===== config.mk =====
export PLATFORM = sky130hd
export DESIGN_NAME = matrix_scan
export DESIGN_NICKNAME = d
export VERILOG_FILES = /design/src/source/hub75_pkg.sv /design/src/source/interval_counter.sv /design/src/source/brightness_timeout.sv /design/src/source/matrix_scan.sv
export VERILOG_INCLUDE_DIRS = /design/src /design/src/source
export SDC_FILE = /design/constraint.sdc
export NUM_CORES = 1
export LEC_CHECK = 0
export ABC_AREA = 1
export BUFFER_PORTS_ARGS = -buffer_cell sky130_fd_sc_hd__buf_2
export CAP_MARGIN = 0
export CORE_ASPECT_RATIO = 1.75
export CORE_MARGIN = 2
export CORE_UTILIZATION = 50
export CTS_BUF_LIST = sky130_fd_sc_hd__clkbuf_8
export DETAILED_ROUTE_END_ITERATION = 6
export PLACE_DENSITY = 0.73
export RECOVER_POWER = 100
export SETUP_SLACK_MARGIN = 0.3
export SLEW_MARGIN = 5
export SYNTH_ARGS = -nofsm -noshare
export SYNTH_HDL_FRONTEND = slang
export SYNTH_SLANG_ARGS = --single-unit

===== constraint.sdc =====
create_clock -name clk_in -period 1.4 [get_ports clk_in]
set_input_delay 0.28 -clock clk_in [delete_from_list [all_inputs] [get_ports clk_in]]
set_output_delay 0.28 -clock clk_in [all_outputs]
set_load 0.01 [all_outputs]

===== src/source/matrix_settings.svh =====
//~~~~~~~~~~~~~~~~~~~~~~~~~~~~~~
// hub75 panel settings
// geometry, bitplane depth and lit base time
//~~~~~~~~~~~~~~~~~~~~~~~~~~~~~~
`ifndef MATRIX_SETTINGS_SVH
`define MATRIX_SETTINGS_SVH

// columns in one row
`define PANEL_WIDTH 64

// rows per half panel, both halves scanned together
`define PANEL_HALF_HEIGHT 16

// bitplanes per colour channel
`define BRIGHTNESS_BITS 4

// lit cycles for the lsb plane
`define OE_BASE_CYCLES 16

`endif


===== src/source/hub75_pkg.sv =====
//~~~~~~~~~~~~~~~~~~~~~~~~~~~~~~
// hub75 scan types
// scan position and panel pin bundle
//~~~~~~~~~~~~~~~~~~~~~~~~~~~~~~
`default_nettype none
`include "matrix_settings.svh"

package hub75_pkg;

    // where the scan engine is reading right now
    // plane counts down, msb plane first
    typedef struct packed {
        logic [$clog2(`PANEL_HALF_HEIGHT)-1:0] row;
        logic [$clog2(`PANEL_WIDTH)-1:0]       col;
        logic [$clog2(`BRIGHTNESS_BITS)-1:0]   plane;
    } scan_pos_t;

    // panel connector pins
    typedef struct packed {
        // upper half colour bits
        logic r1;
        logic g1;
        logic b1;
        // lower half colour bits
        logic r2;
        logic g2;
        logic b2;
        // row select, follows the latch
        logic [$clog2(`PANEL_HALF_HEIGHT)-1:0] addr;
        logic pclk;
        logic latch;
        // active low output enable
        logic oe_n;
    } hub75_pins_t;

endpackage

`default_nettype wire


===== src/source/interval_counter.sv =====
//~~~~~~~~~~~~~~~~~~~~~~~~~~~~~~
// interval counter
// loadable down-counter, running until zero
//~~~~~~~~~~~~~~~~~~~~~~~~~~~~~~
`default_nettype none

module interval_counter #(
    parameter int WIDTH = 8
) (
    input  logic             clk_in,
    input  logic             reset,
    input  logic             start,
    input  logic [WIDTH-1:0] value,
    output logic [WIDTH-1:0] counter,
    output logic             running
);

    // load on start, then step down and park at zero
    always_ff @(posedge clk_in) begin
        if (reset) begin
            counter <= '0;
        end else if (start) begin
            counter <= value;
        end else if (running) begin
            counter <= counter - 1'b1;
        end
    end

    assign running = (counter != '0);

    // callers must wait for the interval to finish before reloading
    start_while_idle: assert property (@(posedge clk_in) disable iff (reset)
        start |-> !running);

endmodule

`default_nettype wire


===== src/source/brightness_timeout.sv =====
//~~~~~~~~~~~~~~~~~~~~~~~~~~~~~~
// brightness timeout
// holds oe low for the plane-weighted lit time
//~~~~~~~~~~~~~~~~~~~~~~~~~~~~~~
`default_nettype none
`include "matrix_settings.svh"

module brightness_timeout (
    input  logic                                clk_in,
    input  logic                                reset,
    input  logic                                row_latch,
    input  logic [$clog2(`BRIGHTNESS_BITS)-1:0] plane,
    output logic                                oe_n
);

    // msb plane lit time must fit, plus headroom bit
    localparam int MAX_LIT = `OE_BASE_CYCLES << (`BRIGHTNESS_BITS - 1);
    localparam int LIT_W = $clog2(MAX_LIT) + 1;

    logic [LIT_W-1:0] lit_cycles;
    logic             lit_running;

    // binary weight, base time doubled per plane
    assign lit_cycles = LIT_W'(`OE_BASE_CYCLES) << plane;

    interval_counter #(
        .WIDTH(LIT_W)
    ) u_lit_timer (
        .clk_in (clk_in),
        .reset  (reset),
        .start  (row_latch),
        .value  (lit_cycles),
        .counter(),
        .running(lit_running)
    );

    // lit from the cycle after the latch, for lit_cycles cycles
    assign oe_n = !lit_running;

    // latching while lit would glitch the row being shown
    latch_while_dark: assert property (@(posedge clk_in) disable iff (reset)
        row_latch |-> oe_n);

endmodule

`default_nettype wire


===== src/source/matrix_scan.sv =====
//~~~~~~~~~~~~~~~~~~~~~~~~~~~~~~
// matrix scan engine
// columns, latch, bitplanes, rows and pclk
//~~~~~~~~~~~~~~~~~~~~~~~~~~~~~~
`default_nettype none
`include "matrix_settings.svh"

module matrix_scan (
    input  logic                                  clk_in,
    input  logic                                  reset,
    output hub75_pkg::scan_pos_t                  pos,
    output logic                                  load,
    output logic                                  pclk,
    output logic                                  row_latch,
    output logic [$clog2(`PANEL_HALF_HEIGHT)-1:0] addr,
    output logic                                  oe_n
);

    localparam int COL_BITS = $clog2(`PANEL_WIDTH);
    localparam int ROW_BITS = $clog2(`PANEL_HALF_HEIGHT);
    localparam int PLANE_BITS = $clog2(`BRIGHTNESS_BITS);
    // two cycles per column, data then clock
    localparam int SHIFT_CYCLES = 2 * `PANEL_WIDTH;
    localparam int TIMER_W = $clog2(SHIFT_CYCLES) + 1;

    logic                  kick;
    logic [TIMER_W-1:0]    col_count;
    logic [TIMER_W-1:0]    col_left;
    logic                  col_running;
    logic                  phase;
    logic                  latch_now;
    logic                  lit_oe_n;
    logic [ROW_BITS-1:0]   row;
    logic [PLANE_BITS-1:0] plane;

    // column timer, 128 down to 1 while shifting
    interval_counter #(
        .WIDTH(TIMER_W)
    ) u_col_timer (
        .clk_in (clk_in),
        .reset  (reset),
        .start  (kick || latch_now),
        .value  (TIMER_W'(SHIFT_CYCLES)),
        .counter(col_count),
        .running(col_running)
    );

    // odd count is the clock half of a column
    assign phase = col_count[0];
    assign col_left = col_count - 1'b1;

    // shift done and previous row dark
    // kick keeps the very first cycle from latching an empty shift
    assign latch_now = !col_running && !kick && lit_oe_n;

    brightness_timeout u_lit (
        .clk_in   (clk_in),
        .reset    (reset),
        .row_latch(latch_now),
        .plane    (plane),
        .oe_n     (lit_oe_n)
    );

    // col runs 63 down to 0, two counts each
    assign pos.row = row;
    assign pos.col = col_left[COL_BITS:1];
    assign pos.plane = plane;
    assign load = col_running && !phase;

    always_ff @(posedge clk_in) begin
        if (reset) begin
            kick <= 1'b1;
            row <= '0;
            plane <= PLANE_BITS'(`BRIGHTNESS_BITS - 1);
            addr <= '0;
            pclk <= 1'b0;
            row_latch <= 1'b0;
            oe_n <= 1'b1;
        end else begin
            kick <= 1'b0;
            // one cycle late, matches store read latency
            pclk <= col_running && phase;
            row_latch <= latch_now;
            oe_n <= lit_oe_n;
            if (latch_now) begin
                // addr shows the row just latched
                addr <= row;
                if (plane == '0) begin
                    // lsb done, next row from msb
                    plane <= PLANE_BITS'(`BRIGHTNESS_BITS - 1);
                    row <= row + 1'b1;
                end else begin
                    plane <= plane - 1'b1;
                end
            end
        end
    end

endmodule

`default_nettype wire


# Yosys cells after proc, flatten, opt, wreduce, memory -nomap -nowiden

Cells that the tools add are included.

Register bits: 30
Bits of input ports: 2
Output and inout bits: 20
Logic and storage cells: 37

$add $sub $neg: 4
Shifts and indexed selects: 1
Mux-type cells: 6
Reductions and logical operators: 16

Operator list:

| operator                                          | count |
|---|---|
| two-way mux 8 bit                                 | 4 |
| nonzero test 8 bit                                | 2 |
| subtractor 8 x 1 -> 8 bit (second input constant) | 2 |
| << shifter 5 x 2 -> 8 bit (first input constant)  | 1 |
| adder 4 x 1 -> 4 bit (second input constant)      | 1 |
| logical AND 1 bit                                 | 4 |
| logical NOT 1 bit                                 | 4 |
| nonzero test 2 bit                                | 2 |
| logical NOT 2 bit                                 | 1 |
| two-way mux 2 bit                                 | 1 |
| AND reduction 2 bit                               | 1 |
| OR reduction 2 bit                                | 1 |
| subtractor 2 x 1 -> 2 bit (second input constant) | 1 |
| logical OR 1 bit                                  | 1 |
| two-way mux 1 bit                                 | 1 |

# Longest topological paths before layout

Depth in word-level cells: 6
Depth in mapped cells: 10
Depth with buffers taken out: 10

# Cells and area by module

A second synthesis with hierarchy kept.

Cell total of the unflattened synthesis: 239
Area total of the unflattened synthesis: 1712.9 µm²

By module, submodules not included:

| module             | instances | cells each | area each (µm²) | seq. area each (µm²) |
|---|---|---|---|---|
| interval_counter   | 2         | 72         | 499.2           | 160.2 |
| matrix_scan        | 1         | 86         | 680.7           | 280.3 |
| brightness_timeout | 1         | 9          | 33.8            | 0.0 |

# Worst setup path before layout

No wires, ideal clock.

Kind: register -> register
From: reg u_col_timer.counter[0]
To: reg plane[1]
Setup time: 118 ps
Data arrival time: 1294 ps
Data required time: 1282 ps
Path slack: -12 ps
Cell stages (with the launch flop): 11
Buffers on the path: 1
Period minus slack after synthesis: 1412 ps
Cell sequence: dfxtp_1 -> inv_1 -> ha_1 -> nand2_2 -> nor2_4 -> nand2_4 -> nor2_8 -> nand2_4 -> buf_6 -> a21oi_2 -> o21ai_1

Word-level cells in the longest chain between the ends: 4

RTL lines:

| element                        | line                   | source |
|---|---|---|
| from (decl)                    | interval_counter.sv:14 | `output logic [WIDTH-1:0] counter,` |
| from (signal assigned)         | interval_counter.sv:23 | `counter <= value;` |
| from (signal assigned)         | interval_counter.sv:25 | `counter <= counter - 1'b1;` |
| nonzero test 8 bit             | interval_counter.sv:29 | `assign running = (counter != '0);` |
| logical NOT 1 bit              | matrix_scan.sv:54      | `assign latch_now = !col_running && !kick && lit_oe_n;` |
| logical AND 1 bit (2 in a row) | matrix_scan.sv:54      |  |
| to (signal assigned)           | matrix_scan.sv:74      | `` plane <= PLANE_BITS'(`BRIGHTNESS_BITS - 1); `` |
| to (signal assigned)           | matrix_scan.sv:90      | `` plane <= PLANE_BITS'(`BRIGHTNESS_BITS - 1); `` |
| to (signal assigned)           | matrix_scan.sv:93      | `plane <= plane - 1'b1;` |
| to (decl)                      | matrix_scan.sv:34      | `logic [PLANE_BITS-1:0] plane;` |

Every way passes these cells.
A chain may end at the register's enable or synchronous reset.

==> results.cfg <==
[final_layout]
post-route-util_pct = 76.3
final-seq-area_um2 = 627
finalNetCount = 268
multi_input_area_um2 = 1140
antennaDiodeCount = 0
syn2layout_area_growth_pct = 45.4
fill_cells = 221
fin_area_um2 = 2400
drive_gt1_share_pct = 51.6

[clock_network]
cts_tree = yes
path_clk_slew_ps = 70
insertion_delay_ps = 290
cts_root_buf = clkbuf_8
htreeDepth = 2
cts_hold_buf = 0
clockBufferDepth = 2
cts_buffers = 5
cts_sinks = 30

[synth]
synth_nets = 220
syn_area_um2 = 1650
synth.avg_cell_area_um2 = 7.88
synth_seq_area_share_pct = 36.4
yosys_warnings = 0
synth.distinct_cells = 27
synth_cells = 209
synth_seq_cells = 30

[timing]
hold_violations = 0
rsz0062_at_grt = yes
clock_skew_ps = 9.65
hold_slack_ps = 374
max_slew.worst_pin.slew_ps = 640
finalSetupViolations = 25
fin_crit_ps = 1660
fmaxAchievable_ghz = 0.603
worst_slack_ps = -257
slew_headroom_pct = 57.3
min_period_over_period_pct = 118
slew_violations = 0

[place]
port_buffers = 21
placed_cell_area_um2 = 1870
dp_hpwl_mm = 2.55
place_congestion = 0.779
pre_cts_ws_ps = 28.7

[flow_run]
maxCapViolCount = 0

[setup_path]
worstSetupEndpoint = pos[7]
crit_arrival_ps = 1380
end_kind = output pin
criticalPathCategory = reg -> out
crit_slowest_cell = dfxtp_2
reg2reg_depth = 12
regToRegSetupSlack_ps = -180
start_kind = flop
worstPathMaxFanout = 4
r2r_end = addr[0]
cp.required_ps = 1120
cp_cell_sequence = inv_4, ha_4, nand4_1, xor2_1, inv_1, buf_6
r2r-start = u_col_timer.counter[0]
slowest_delay_ps = 340
cp-startpoint = u_col_timer.counter[0]

[floorplanning]
core_um2 = 3140
die_w_um = 47.4
initial_core_util_pct = 52.4
placementRows = 27
die_area_um2 = 3790
io-pin-count = 22
die_height_um = 79.9

[detailed_routing]
drc = 0
drt_wl_total_mm = 4.36
ant_nets = 0
post_drt_wl_per_cell_um = 14.5
drtIter0Drc = 51
vias_per_cell = 5.12
dr.pass1.iters = 4
num_vias = 1542

[grt]
antenna_found_initial = 0
grt_max_degree = 10
grt_pass1_vias = 1547
grt_pass1_wl_mm = 6.82
grt-ovfl-total = 0
grtUsageTotal_pct = 26.3

[power]
p_per_area_nw_per_um2 = 2710
leakage_nw = 1.11
total_power_mw = 6.50
vdd_drop_max_mv = 1.31

[outcome]
status = finished, violations left
violations = setup timing

[hold_path]
hp-class = in -> reg
[layout make-up]
class	count	area share [%]
clock buffers	6	3.45
well taps	43	2.25
flip-flops and latches	30	26.2
repair buffers	48	15.3
inverters	29	4.86
clock inverters	2	0.366
multi-input cells	143	47.6
[sequential cells by signal, indices dropped and copies added, names as in the netlist]
name,flops
u_lit.u_lit_timer.counter,8
row,4
u_col_timer.counter,8
oe_n,1
kick,1
row_latch,1
pclk,1
addr,4
plane,2
[what timing repair did]
| item | CTS | global route |
|---|---|---|
| endpoints found under the hold margin | 0 | 0 |
| setup buffers | 15 | 3 |
| pin swaps | 20 | 16 |
| gates cloned | 2 | 0 |
| resized for setup | 52 | 28 |
| endpoints found under the setup margin | 41 | 40 |
[per-stage QoR]
step / std cells / TNS [ps]
2_1_floorplan: 209 / 0
3_3_place_gp: 273 / 0
3_5_place_dp: 273 / 0
4_1_cts: 298 / -3260
5_1_grt: 301 / -5670
6_report: 301 / -3600
[power breakdown]
part           total, mW  leakage [nW]  internal (mW)  switching [mW]
Clock              0.739        0.0524          0.389           0.350
Combinational       4.46         0.809           2.04            2.41
Sequential          1.31         0.251           1.09           0.213
Total               6.50          1.11           3.53            2.97
[synth_stat cells]
cell type / n / area, um2
nand2_1: 34 / 128
o21ai_1: 1 / 5.00
xnor2_1: 1 / 8.76
inv_2: 6 / 22.5
dfxtp_1: 30 / 601
nand3_2: 3 / 30.0
nor2_2: 2 / 12.5
nand2_2: 6 / 37.5
nor3_1: 1 / 5.00
nand4_1: 4 / 25.0
o211ai_1: 1 / 7.51
nor2_8: 3 / 60.1
o22ai_1: 1 / 6.26
inv_1: 22 / 82.6
nand2_4: 3 / 33.8
nor2_4: 6 / 67.6
buf_2: 2 / 10.0
nor2_1: 22 / 82.6
a21oi_2: 2 / 17.5
xor2_1: 6 / 52.6
o21ai_0: 11 / 55.1
buf_6: 1 / 11.3
ha_1: 9 / 113
clkinv_1: 1 / 3.75
a21oi_1: 10 / 50.1
nand3_1: 15 / 75.1
buf_4: 6 / 45.0
[routing by layer]
layer,routed length (um),share of wire [%],GRT usage [%],vias up
li1,-,-,-,753
met1,1410,32,21.9,734
met2,2650,61,49.6,39
met3,141,3.2,7.92,16
met4,162,3.7,13.3,0
met5,0,0,0,-
[kinds of logic after synthesis]
family / count (synthesis) / synth area share, %
and+or+nand+nor: 99 / 33.8
DFF: 30 / 36.4
AOI/OAI and AO/OA: 26 / 8.58
xor gates and xnor gates: 7 / 3.72
buffers and inverters: 38 / 10.6
adders and majority gates: 9 / 6.83
[worst min path at each step]
stage                                       from  cells after the start  slack, ps                      endpoint
finish                                     reset                      4        370        u_col_timer.counter[3]
detailed placement  u_lit.u_lit_timer.counter[0]                      1        460  u_lit.u_lit_timer.counter[0]
global route                               reset                      4        400        u_col_timer.counter[3]
CTS                                        reset                      2        310                          kick
global placement    u_lit.u_lit_timer.counter[0]                      1        460  u_lit.u_lit_timer.counter[0]
floorplan                                  reset                      0        310                          kick
[critical path: cells and delay by family, from the launching register on]
kind | cells | cell delay (ps)
XOR/XNOR | 1 | 200
flip-flops | 1 | 340
buffers and inverters | 3 | 270
adder cells (fa/ha/maj) | 1 | 140
AND/OR/NAND/NOR | 1 | 130
[cells in the final DEF, fill, tap and decap left out, types with 6 or more instances in the layout]
master,instances
a21oi_2,9
buf_2,10
buf_4,16
buf_6,13
clkbuf_1,8
clkbuf_8,6
dfxtp_1,17
dfxtp_2,9
ha_1,6
inv_1,17
inv_2,10
nand2_1,28
nand2_2,8
nand2_4,6
nand3_1,9
nor2_1,16
nor2_2,6
nor2_4,9
xor2_1,6
(Power assumes the default switching activity.)
