### src/source/matrix_settings.svh
//~~~~~~~~~~~~~~~~~~~~~~~~~~~~~~
// hub75 panel settings
// geometry, bitplane depth and lit base time
//~~~~~~~~~~~~~~~~~~~~~~~~~~~~~~
`ifndef MATRIX_SETTINGS_SVH
`define MATRIX_SETTINGS_SVH

// columns in one row
`define PANEL_WIDTH 64

// rows per half panel, both halves scanned together
`define PANEL_HALF_HEIGHT 16

// bitplanes per colour channel
`define BRIGHTNESS_BITS 4

// lit cycles for the lsb plane
`define OE_BASE_CYCLES 16

`endif

### src/source/color_pkg.sv
//~~~~~~~~~~~~~~~~~~~~~~~~~~~~~~
// colour data types
// pixel, pixel pair and host write record
//~~~~~~~~~~~~~~~~~~~~~~~~~~~~~~
`default_nettype none
`include "matrix_settings.svh"

package color_pkg;

    // one bcm pixel, 4 bits per channel
    typedef struct packed {
        logic [`BRIGHTNESS_BITS-1:0] r;
        logic [`BRIGHTNESS_BITS-1:0] g;
        logic [`BRIGHTNESS_BITS-1:0] b;
    } rgb_t;

    // top and bottom half pixels at one scan position
    typedef struct packed {
        rgb_t top;
        rgb_t bottom;
    } pixel_pair_t;

    // host write, row spans the full panel height
    typedef struct packed {
        logic [$clog2(2 * `PANEL_HALF_HEIGHT)-1:0] row;
        logic [$clog2(`PANEL_WIDTH)-1:0]           col;
        rgb_t                                      data;
    } pixel_write_t;

endpackage

`default_nettype wire

### src/source/hub75_pkg.sv
//~~~~~~~~~~~~~~~~~~~~~~~~~~~~~~
// hub75 scan types
// scan position and panel pin bundle
//~~~~~~~~~~~~~~~~~~~~~~~~~~~~~~
`default_nettype none
`include "matrix_settings.svh"

package hub75_pkg;

    // where the scan engine is reading right now
    // plane counts down, msb plane first
    typedef struct packed {
        logic [$clog2(`PANEL_HALF_HEIGHT)-1:0] row;
        logic [$clog2(`PANEL_WIDTH)-1:0]       col;
        logic [$clog2(`BRIGHTNESS_BITS)-1:0]   plane;
    } scan_pos_t;

    // panel connector pins
    typedef struct packed {
        // upper half colour bits
        logic r1;
        logic g1;
        logic b1;
        // lower half colour bits
        logic r2;
        logic g2;
        logic b2;
        // row select, follows the latch
        logic [$clog2(`PANEL_HALF_HEIGHT)-1:0] addr;
        logic pclk;
        logic latch;
        // active low output enable
        logic oe_n;
    } hub75_pins_t;

endpackage

`default_nettype wire

### src/source/pixel_slicer.sv
//~~~~~~~~~~~~~~~~~~~~~~~~~~~~~~
// pixel slicer
// picks plane bits, registers hub75 pins
//~~~~~~~~~~~~~~~~~~~~~~~~~~~~~~
`default_nettype none
`include "matrix_settings.svh"

module pixel_slicer (
    input  logic                                  clk_in,
    input  logic                                  reset,
    input  color_pkg::pixel_pair_t                pixels,
    input  logic [$clog2(`BRIGHTNESS_BITS)-1:0]   plane,
    input  logic                                  pclk,
    input  logic                                  row_latch,
    input  logic [$clog2(`PANEL_HALF_HEIGHT)-1:0] addr,
    input  logic                                  oe_n,
    output hub75_pkg::hub75_pins_t                pins
);

    always_ff @(posedge clk_in) begin
        if (reset) begin
            // panel dark, no clocks
            pins <= '0;
            pins.oe_n <= 1'b1;
        end else begin
            // bcm bit for this plane, both halves
            pins.r1 <= pixels.top.r[plane];
            pins.g1 <= pixels.top.g[plane];
            pins.b1 <= pixels.top.b[plane];
            pins.r2 <= pixels.bottom.r[plane];
            pins.g2 <= pixels.bottom.g[plane];
            pins.b2 <= pixels.bottom.b[plane];
            // controls already aligned with the ram read
            pins.addr <= addr;
            pins.pclk <= pclk;
            pins.latch <= row_latch;
            pins.oe_n <= oe_n;
        end
    end

endmodule

`default_nettype wire

### config.mk
export PLATFORM = sky130hd
export DESIGN_NAME = pixel_slicer
export DESIGN_NICKNAME = d
export VERILOG_FILES = /design/src/source/color_pkg.sv /design/src/source/hub75_pkg.sv /design/src/source/pixel_slicer.sv
export VERILOG_INCLUDE_DIRS = /design/src /design/src/source
export SDC_FILE = /design/constraint.sdc
export NUM_CORES = 1
export LEC_CHECK = 0
export BUFFER_PORTS_ARGS = -buffer_cell sky130_fd_sc_hd__buf_4
export CAP_MARGIN = 20
export CORE_MARGIN = 4
export CORE_UTILIZATION = 36
export DETAILED_ROUTE_END_ITERATION = 10
export PLACE_DENSITY = 0.83
export SLEW_MARGIN = 15
export SYNTH_ARGS = -nofsm -noshare
export SYNTH_HDL_FRONTEND = slang
export SYNTH_SLANG_ARGS = --single-unit
### constraint.sdc
create_clock -name clk_in -period 0.87 [get_ports clk_in]
set_clock_uncertainty 0.05 [all_clocks]
set_input_delay 0 -clock clk_in [delete_from_list [all_inputs] [get_ports clk_in]]
set_output_delay 0 -clock clk_in [all_outputs]
set_load 0.1 [all_outputs]
==> results of run 1 <==
==> synth_stat cells, drive strengths merged <==
cell type,count,share of area (%)
and2b,4,6.1
buf,2,3.3
dfxtp,13,53
mux2i,12,24
nand2b,1,1.3
nor2b,2,2.5
o22ai,6,7.6
or2,2,2.5
==> through the flow <==
step	std cells	setup WS, ns	util [%]	cell area (sq um)	hold slack (ns)
after floorplan	42	0.194	-	512	0.0142
after global placement	102	0.109	66.6	867	0.141
after detailed placement	102	0.0668	66.6	867	0.142
==> cells by family after synthesis <==
kind of cell	synth area share, %
buffers and inverters	3.28
muxes	24.2
AOI/OAI and AO/OA	7.58
and+or+nand+nor	12.4
DFF	52.5
==> results.py, run 1 <==
metrics = {
    "yosys": {
        "yosys_warnings": 0,
        "syn-cell-area_sq_um": 495,
        "ys_seq_area_share_pct": 52.5,
        "yosys_register_bits": 13,
        "synth_area_per_cell_sq_um": 11.8,
        "synth_fp_nets": 77,
        "ys_types": 10,
        "netlist_instances": 42,
    },
    "outcome": {
        "haltStage": "clock tree synthesis (4_1_cts)",
        "status": "aborted with a tool error",
        "error": "[ERROR DPL-0033] detailed placement checks failed during check placement.",
    },
    "place": {
        "hpwl_mm": 1.17,
        "port_buffers": 47,
        "gp_congestion": 0.632,
    },
    "floorplan": {
        "pin_count": 48,
        "fp.dieW_um": 45.1,
        "start_util_pct": 38.1,
        "rows": 13,
        "die_y_um": 45.1,
    },
    "clock_network": {
        "cts-root-buf": "clkbuf_4",
        "cts_buffers": 3,
        "cts_setup_buffers": 0,
        "clock_path_buffers": 2,
        "cts_resized": 23,
        "clock-sinks": 13,
        "cts_hold_buf": 30,
        "h-tree-depth": 1,
    },
}
==> run 2: changes to the inputs <==
--- a/config.mk
+++ b/config.mk
@@ -8,10 +8,10 @@
 export LEC_CHECK = 0
 export BUFFER_PORTS_ARGS = -buffer_cell sky130_fd_sc_hd__buf_4
 export CAP_MARGIN = 20
-export CORE_MARGIN = 4
-export CORE_UTILIZATION = 36
+export CORE_AREA = 4 4 65 67
 export DETAILED_ROUTE_END_ITERATION = 10
-export PLACE_DENSITY = 0.83
+export DIE_AREA = 0 0 69 71
+export PLACE_DENSITY_LB_ADDON = 0.15
 export SLEW_MARGIN = 15
 export SYNTH_ARGS = -nofsm -noshare
 export SYNTH_HDL_FRONTEND = slang
==> results.py, run 2 <==
metrics = {
    "drt": {
        "dr.pass1.iters": 2,
        "drc_errors": 0,
        "first_iter_violations": 2,
        "wl_mm": 1.64,
        "vias": 555,
        "via_per_inst": 3.58,
        "wl_per_cell_um": 10.6,
        "ant_nets": 0,
    },
    "hold_path": {
        "min_from": "pixels[1]",
        "hold_end": "pins[7]",
        "holdPathStages": 3,
        "hold_path.class": "in2reg",
    },
    "outcome": {
        "status": "finished, violations left",
        "violations": "negative hold slack",
    },
    "layout": {
        "reg_top3": "pins x13",
        "area_growth_pct": 136,
        "final_common_cell": "buf_4",
        "fillers": 377,
        "instances_no_fill": 155,
        "drive_above_1_share_pct": 61.7,
        "diodes": 0,
        "largest_register_ffs": 13,
        "multi_input_area_sq_um": 219,
        "seqCellArea_sq_um": 277,
        "nNetsFinal": 143,
        "final_cell_mix": "buf_4 (35), buf_6 (13), dfxtp_2 (13), mux2i_1 (12), dlygate4sd3_1 (12)",
        "max_flop_register": "pins",
    },
    "global_route": {
        "first_global_vias": 595,
        "track_usage_pct": 7.00,
        "grt_pass1_wl_mm": 2.62,
        "grt_max_degree": 13,
        "antenna_found_initial": 0,
        "overflow": 0,
    },
    "yosys": {
        "synth_area_per_cell_sq_um": 11.8,
        "synth_fp_nets": 77,
        "synth.most_common_cell": "dfxtp_1",
        "yosys-top-cells-area": "dfxtp_1 (53%), mux2i_1 (24%), o22ai_1 (7.6%)",
        "syn-cell-area_sq_um": 495,
        "yosys.area.top_type_share_pct": 52.5,
        "async_flop_share_pct": 0,
        "synthTopCellsByCount": "dfxtp_1 (13), mux2i_1 (12), o22ai_1 (6)",
        "ys_seq_area_share_pct": 52.5,
        "synth_ff_type": "dfxtp_1",
        "netlist_instances": 42,
        "yosys_warnings": 0,
        "yosys.area.top_type": "dfxtp_1",
        "ys_types": 10,
        "yosys_register_bits": 13,
        "synth_edf_count": 0,
    },
    "sta": {
        "fin_setup_tns_ns": 0,
        "hold_viol": 1,
        "post-route-period-util_pct": 96.6,
        "max_slew_margin_pct": 79.1,
        "report.final.slew_viol_count": 0,
        "worstMarginPinSlew_ns": 0.313,
        "period_minus_slack_ns": 0.841,
        "hold_ws_ns": -0.00127,
        "fmax_mhz": 1190,
        "rsz0062_at_grt": "no",
        "final-setup-viol-count": 0,
    },
    "critical_path": {
        "crit_required_ns": 0.82,
        "crit_type": "reg2out",
        "crit_chain": "buf_6",
        "crit_path_top_delay_cell": "dfxtp_2",
        "crit_fanout": 1,
        "cp_top_family": "flip-flops",
        "crit_buf_inv": 1,
        "setup.worst_path.end_class": "primary output",
        "max_stage_delay_ns": 0.33,
        "worst_setup_path_start_kind": "flop",
        "worstPathArrival_ns": 0.79,
    },
    "clock_network": {
        "cts-root-buf": "clkbuf_8",
        "h-tree-depth": 1,
        "cts_buffers": 3,
        "clock-sinks": 13,
        "cts_tree": "done",
        "cts_setup_buffers": 0,
        "clock_path_buffers": 2,
        "clk_pin_slew_ns": 0.06,
    },
    "pwr": {
        "cellLeakagePower_nw": 0.584,
        "power_density_mw_per_mm2": 1580,
        "peakVddDrop_v": 0.000456,
    },
    "place": {
        "dp.cells": 136,
        "hpwl_mm": 1.35,
        "port_buffers": 47,
        "gp_congestion": 0.604,
    },
    "flow_run": {
        "cap_violations": 0,
    },
    "floorplan": {
        "die_y_um": 71,
        "core_sq_mm": 0.00363,
        "rows": 22,
        "start_util_pct": 13.6,
        "pin_count": 48,
        "die_area_sq_mm": 0.00490,
        "fp.dieW_um": 69,
    },
}
==> run 2: layer usage <==
| layer | up-vias | track usage (%) | part of all wire, % |
|---|---|---|---|
| li1 | 277 | - | - |
| met1 | 252 | 7.12 | 39 |
| met2 | 24 | 12.3 | 54 |
| met3 | 2 | 1.42 | 5.2 |
| met4 | 0 | 5.86 | 2.5 |
| met5 | - | 0 | 0 |
==> run 2: how the worst max path moves through the flow <==
stage               cells past startpoint     start       end
CTS                                     1   pins[7]   pins[7]
global placement                        3  plane[1]  pins[12]
global route                            1   pins[7]   pins[7]
detailed placement                      3  plane[0]   pins[8]
floorplan                               0   pins[0]   pins[0]
finish                                  1   pins[7]   pins[7]
==> run 2: through the flow <==
stage	cell area, sq um	power, mW	worst slack (ns)	utilization [%]
finish	1170	1.85	0.0293	32.2
global route	1170	1.92	0.00871	32.2
CTS	1160	1.87	0.0203	32.0
detailed placement	916	1.24	0.0913	25.2
global placement	916	1.24	0.107	25.2
floorplan	512	1.04	0.194	-
==> run 2: cells by family after synthesis <==
logic type,count (synthesis),share of synthesized area (%)
compound gates,6,7.58
buf+inv,2,3.28
flops,13,52.5
mux,12,24.2
simple gates,9,12.4
==> run 2: cell type report <==
cell class,instances,area share (%)
timing repair buffer,63,48.5
sequential,13,23.7
multi-input combinational,27,18.7
tap,48,5.14
clock buffer,3,3.53
clock inverter,1,0.428
==> run 2: power breakdown <==
group | switching [mW] | internal [mW] | total (mW) | leakage (nW)
registers | 0.0179 | 0.644 | 0.662 | 0.111
clock network | 0.221 | 0.316 | 0.537 | 0.0255
logic | 0.382 | 0.267 | 0.649 | 0.448
==> run 2: what timing repair did <==
action,CTS,global route
gates resized for setup,13,3
pin swaps,0,2
setup endpoints to repair,13,3
endpoints found under the hold margin,11,0
hold buffers,15,0
(Power assumes the default switching activity.)
==> run 3: changes to the inputs <==
==> constraint.sdc (replaced) <==
create_clock -name clk_in -period 0.85 [get_ports clk_in]
set_clock_uncertainty 0.05 [all_clocks]
set_input_delay 0 -clock clk_in [delete_from_list [all_inputs] [get_ports clk_in]]
set_output_delay 0 -clock clk_in [all_outputs]
set_load 0.1 [all_outputs]
==> results.py, run 3 (synthesis gave the netlist of run 2 again) <==
metrics = {
    "global_route": {
        "grt_max_degree": 13,
        "track_usage_pct": 6.91,
        "grt_pass1_wl_mm": 2.59,
        "antenna_found_initial": 0,
        "first_global_vias": 596,
        "overflow": 0,
    },
    "layout": {
        "final_common_cell": "buf_4",
        "max_flop_register": "pins",
        "nNetsFinal": 142,
        "final_cell_mix": "buf_4 (35), dfxtp_2 (13), mux2i_1 (12), dlygate4sd3_1 (10), buf_6 (9)",
        "fin_util_pct": 32.4,
        "reg_top3": "pins x13",
        "diodes": 0,
        "area_growth_pct": 137,
        "drive_above_1_share_pct": 62.3,
        "largest_register_ffs": 13,
    },
    "sta": {
        "period_minus_slack_ns": 0.830,
        "post-route-period-util_pct": 97.6,
        "fin_setup_tns_ns": 0,
        "hold_viol": 2,
        "max_slew_margin_pct": 79.3,
        "hold_ws_ns": -0.0989,
        "report.final.slew_viol_count": 0,
        "fmax_mhz": 1210,
        "worstMarginPinSlew_ns": 0.310,
        "final-setup-viol-count": 0,
        "rsz0062_at_grt": "no",
    },
    "hold_path": {
        "min_from": "oe_n",
        "hold_end": "pins[0]",
        "hold_path.class": "in2reg",
        "holdPathStages": 2,
    },
    "pwr": {
        "total_power_mw": 1.90,
        "peakVddDrop_v": 0.000395,
        "power_density_mw_per_mm2": 1620,
        "cellLeakagePower_nw": 0.594,
    },
    "floorplan": {
        "start_util_pct": 13.6,
        "die_y_um": 71,
        "fp.dieW_um": 69,
        "pin_count": 48,
        "rows": 22,
        "die_area_sq_mm": 0.00490,
        "core_sq_mm": 0.00363,
    },
    "clock_network": {
        "cts-root-buf": "clkbuf_8",
        "clock-sinks": 13,
        "cts_buffers": 3,
        "clock_path_buffers": 2,
        "clk_pin_slew_ns": 0.06,
        "cts_hold_buf": 15,
        "cts_tree": "done",
        "h-tree-depth": 1,
    },
    "critical_path": {
        "worstPathArrival_ns": 0.78,
        "crit_buf_inv": 1,
        "crit_chain": "buf_6",
        "crit_type": "reg2out",
        "setup.worst_path.end_class": "primary output",
        "crit_fanout": 1,
        "crit_required_ns": 0.80,
        "crit_path_top_delay_cell": "dfxtp_2",
        "cp_top_family": "flip-flops",
        "worst-path-stages": 1,
        "startpoint": "pins[9]",
        "max_stage_delay_ns": 0.32,
        "worst_setup_path_start_kind": "flop",
    },
    "drt": {
        "dr.pass1.iters": 2,
        "drc_errors": 0,
        "wl_per_cell_um": 10.6,
        "vias": 551,
        "via_per_inst": 3.58,
        "ant_nets": 0,
        "wl_mm": 1.63,
        "first_iter_violations": 2,
    },
    "flow_run": {
        "cap_violations": 0,
    },
    "outcome": {
        "status": "finished, violations left",
        "violations": "negative hold slack",
    },
    "place": {
        "hpwl_mm": 1.35,
        "port_buffers": 47,
        "gp_congestion": 0.604,
    },
}
-- run 3: cell types whose count changed in the layout (fill, tap and decap cells not counted), sizes merged --
cell,change
dlygate4sd3,-2
dlymetal6s4s,+1
-- run 3: area by class of cell --
class / count / area (sq um)
clock buffers: 3 / 41.3
multi-input cells: 27 / 219
repair buffers: 62 / 574
clock inverters: 1 / 5.00
fillers: 383 / 2460
flip-flops and latches: 13 / 277
well taps: 48 / 60.1
-- run 3: worst max-delay path by stage --
| stage | slack, ns | endpoint |
|---|---|---|
| after detailed placement | 0.07 | pins[8] |
| after CTS | 0.0003 | pins[7] |
| after floorplan | 0.17 | pins[0] |
| final | 0.02 | pins[9] |
| after global routing | 0.0004 | pins[12] |
| after global placement | 0.09 | pins[12] |
-- run 3: metrics by stage --
step           hold WS (ns)  setup WS (ns)  std cells  instance area (sq um)
3_5_place_dp          0.146         0.0713        136                    916
3_3_place_gp          0.145         0.0869        136                    916
5_1_grt             -0.0922       0.000397        154                   1180
6_report            -0.0989         0.0201        154                   1180
4_1_cts              0.0140       0.000266        155                   1160
2_1_floorplan        0.0142          0.174         42                    512
-- run 3: metal layers --
metal	vias up	share of wire, %	GRT usage, %
met5	-	0	0
met4	0	2.5	5.86
met1	250	38	7.12
met3	2	5.8	1.42
li1	275	-	-
met2	24	53	12.0
-- run 3: repair_timing --
| item | 4_1_cts | 5_1_grt |
|---|---|---|
| setup endpoints to repair | 13 | 8 |
| gates resized for setup | 13 | 8 |
| endpoints found under the hold margin | 11 | 1 |
| pin swaps | 0 | 3 |
| buffers inserted | 0 | 0 |
-- run 3: power by group --
part | leakage (nW) | internal [mW] | switching [mW]
combinational | 0.457 | 0.281 | 0.390
sequential | 0.111 | 0.659 | 0.0210
clock | 0.0255 | 0.323 | 0.228
==> run 4: changes to the inputs <==
--- a/config.mk
+++ b/config.mk
@@ -8,6 +8,8 @@
 export LEC_CHECK = 0
 export BUFFER_PORTS_ARGS = -buffer_cell sky130_fd_sc_hd__buf_4
 export CAP_MARGIN = 20
+export CELL_PAD_IN_SITES_DETAIL_PLACEMENT = 1
+export CELL_PAD_IN_SITES_GLOBAL_PLACEMENT = 1
 export CORE_AREA = 4 4 65 67
 export DETAILED_ROUTE_END_ITERATION = 10
 export DIE_AREA = 0 0 69 71
==> results.py, run 4 (synthesis gave the netlist of run 2 again) <==
metrics = {
    "sta": {
        "hold_viol": 0,
        "report.final.slew_viol_count": 0,
        "worstMarginPinSlew_ns": 0.350,
        "final-setup-viol-count": 0,
        "max_slew_margin_pct": 76.7,
        "timing.final.ws_setup_ns": 0.0237,
        "fmax_mhz": 1210,
        "fin_setup_tns_ns": 0,
        "post-route-period-util_pct": 97.2,
        "period_minus_slack_ns": 0.826,
        "rsz0062_at_grt": "no",
    },
    "critical_path": {
        "max_stage_delay_ns": 0.32,
        "cp_top_family": "flip-flops",
        "crit_fanout": 1,
        "worst_setup_path_start_kind": "flop",
        "worstPathArrival_ns": 0.78,
        "startpoint": "pins[11]",
        "setup.worst_path.end_class": "primary output",
        "crit_buf_inv": 1,
        "crit_required_ns": 0.80,
        "crit_path_top_delay_cell": "dfxtp_2",
        "crit_type": "reg2out",
        "crit_chain": "buf_6",
    },
    "floorplan": {
        "rows": 22,
        "die_y_um": 71,
        "start_util_pct": 13.6,
        "core_sq_mm": 0.00363,
        "pin_count": 48,
        "fp.dieW_um": 69,
        "die_area_sq_mm": 0.00490,
    },
    "global_route": {
        "grt_max_degree": 13,
        "grt_pass1_wl_mm": 3.05,
        "track_usage_pct": 7.70,
        "overflow": 0,
        "antenna_found_initial": 0,
        "first_global_vias": 635,
    },
    "layout": {
        "final_cell_mix": "buf_4 (35), dfxtp_2 (13), mux2i_1 (11), dlygate4sd3_1 (9)",
        "area_growth_pct": 135,
        "final_common_cell": "buf_4",
        "reg_top3": "pins x13",
        "largest_register_ffs": 13,
        "diodes": 0,
        "fillers": 410,
        "fin_util_pct": 32.0,
        "max_flop_register": "pins",
        "nNetsFinal": 139,
        "drive_above_1_share_pct": 64.1,
    },
    "drt": {
        "dr.pass1.iters": 2,
        "drt-met1-wl_um": 713,
        "wl_met3_um": 194,
        "via_per_inst": 3.64,
        "wl_per_cell_um": 11.5,
        "wl_mm": 1.74,
        "ant_nets": 0,
        "dr_wl_met2_um": 831,
        "drc_errors": 0,
        "first_iter_violations": 11,
        "vias": 550,
        "dr.max_layer_used": "met3",
    },
    "pwr": {
        "cellLeakagePower_nw": 0.566,
        "power_density_mw_per_mm2": 1630,
        "peakVddDrop_v": 0.000791,
    },
    "hold_path": {
        "hold_path.class": "in2reg",
        "min_from": "pixels[17]",
    },
    "clock_network": {
        "h-tree-depth": 1,
        "cts_buffers": 3,
        "clock-sinks": 13,
        "cts-root-buf": "clkbuf_8",
        "cts_tree": "done",
        "clock_path_buffers": 2,
        "clk_pin_slew_ns": 0.05,
    },
    "place": {
        "port_buffers": 47,
        "pre_cts_slack_ns": 0.0358,
        "gp_congestion": 0.717,
        "hpwl_mm": 1.38,
    },
    "outcome": {
        "status": "completed",
    },
    "flow_run": {
        "cap_violations": 0,
    },
}
## run 4: final cells by class
type	count	area (sq um)	area share, %
Multi-Input combinational cell	27	225	19.4
Timing Repair Buffer	59	556	47.8
Clock buffer	4	45.0	3.88
Sequential cell	13	277	23.8
Tap cell	48	60.1	5.17
## run 4: stage by stage
step / area [sq um] / hold WS (ns) / instances / power [mW]
6_report: 1160 / 0.00119 / 151 / 1.90
5_1_grt: 1160 / 0.0163 / 151 / 2.00
4_1_cts: 1120 / 0.00234 / 151 / 1.91
3_5_place_dp: 916 / 0.145 / 136 / 1.27
3_3_place_gp: 916 / 0.138 / 136 / 1.27
2_1_floorplan: 512 / 0.0142 / 42 / 1.07
## run 4: path summary, 6_finish.rpt
check	end	slack (ns)	cells after the start
hold / removal	pins[11]	0.001	3
setup / recovery	pins[11]	0.02	1
## run 4: layer usage
metal | vias to the layer above | global-route usage, %
met2 | 35 | 12.7
met1 | 246 | 8.62
li1 | 269 | -
met5 | - | 0
met4 | 0 | 1.95
met3 | 0 | 4.26
## run 4: repair_timing
action | in CTS | in global routing
gates resized for setup | 14 | 11
hold buffers | 11 | 0
pin swaps | 0 | 0
buffers inserted | 0 | 0
endpoints found under the setup margin | 13 | 9
hold endpoints to repair | 9 | 0
## run 4: report_power, final
part	internal, mW	leakage (nW)	switching [mW]
combinational	0.283	0.432	0.394
sequential	0.660	0.111	0.0231
clock	0.330	0.0228	0.208
total	1.27	0.566	0.625
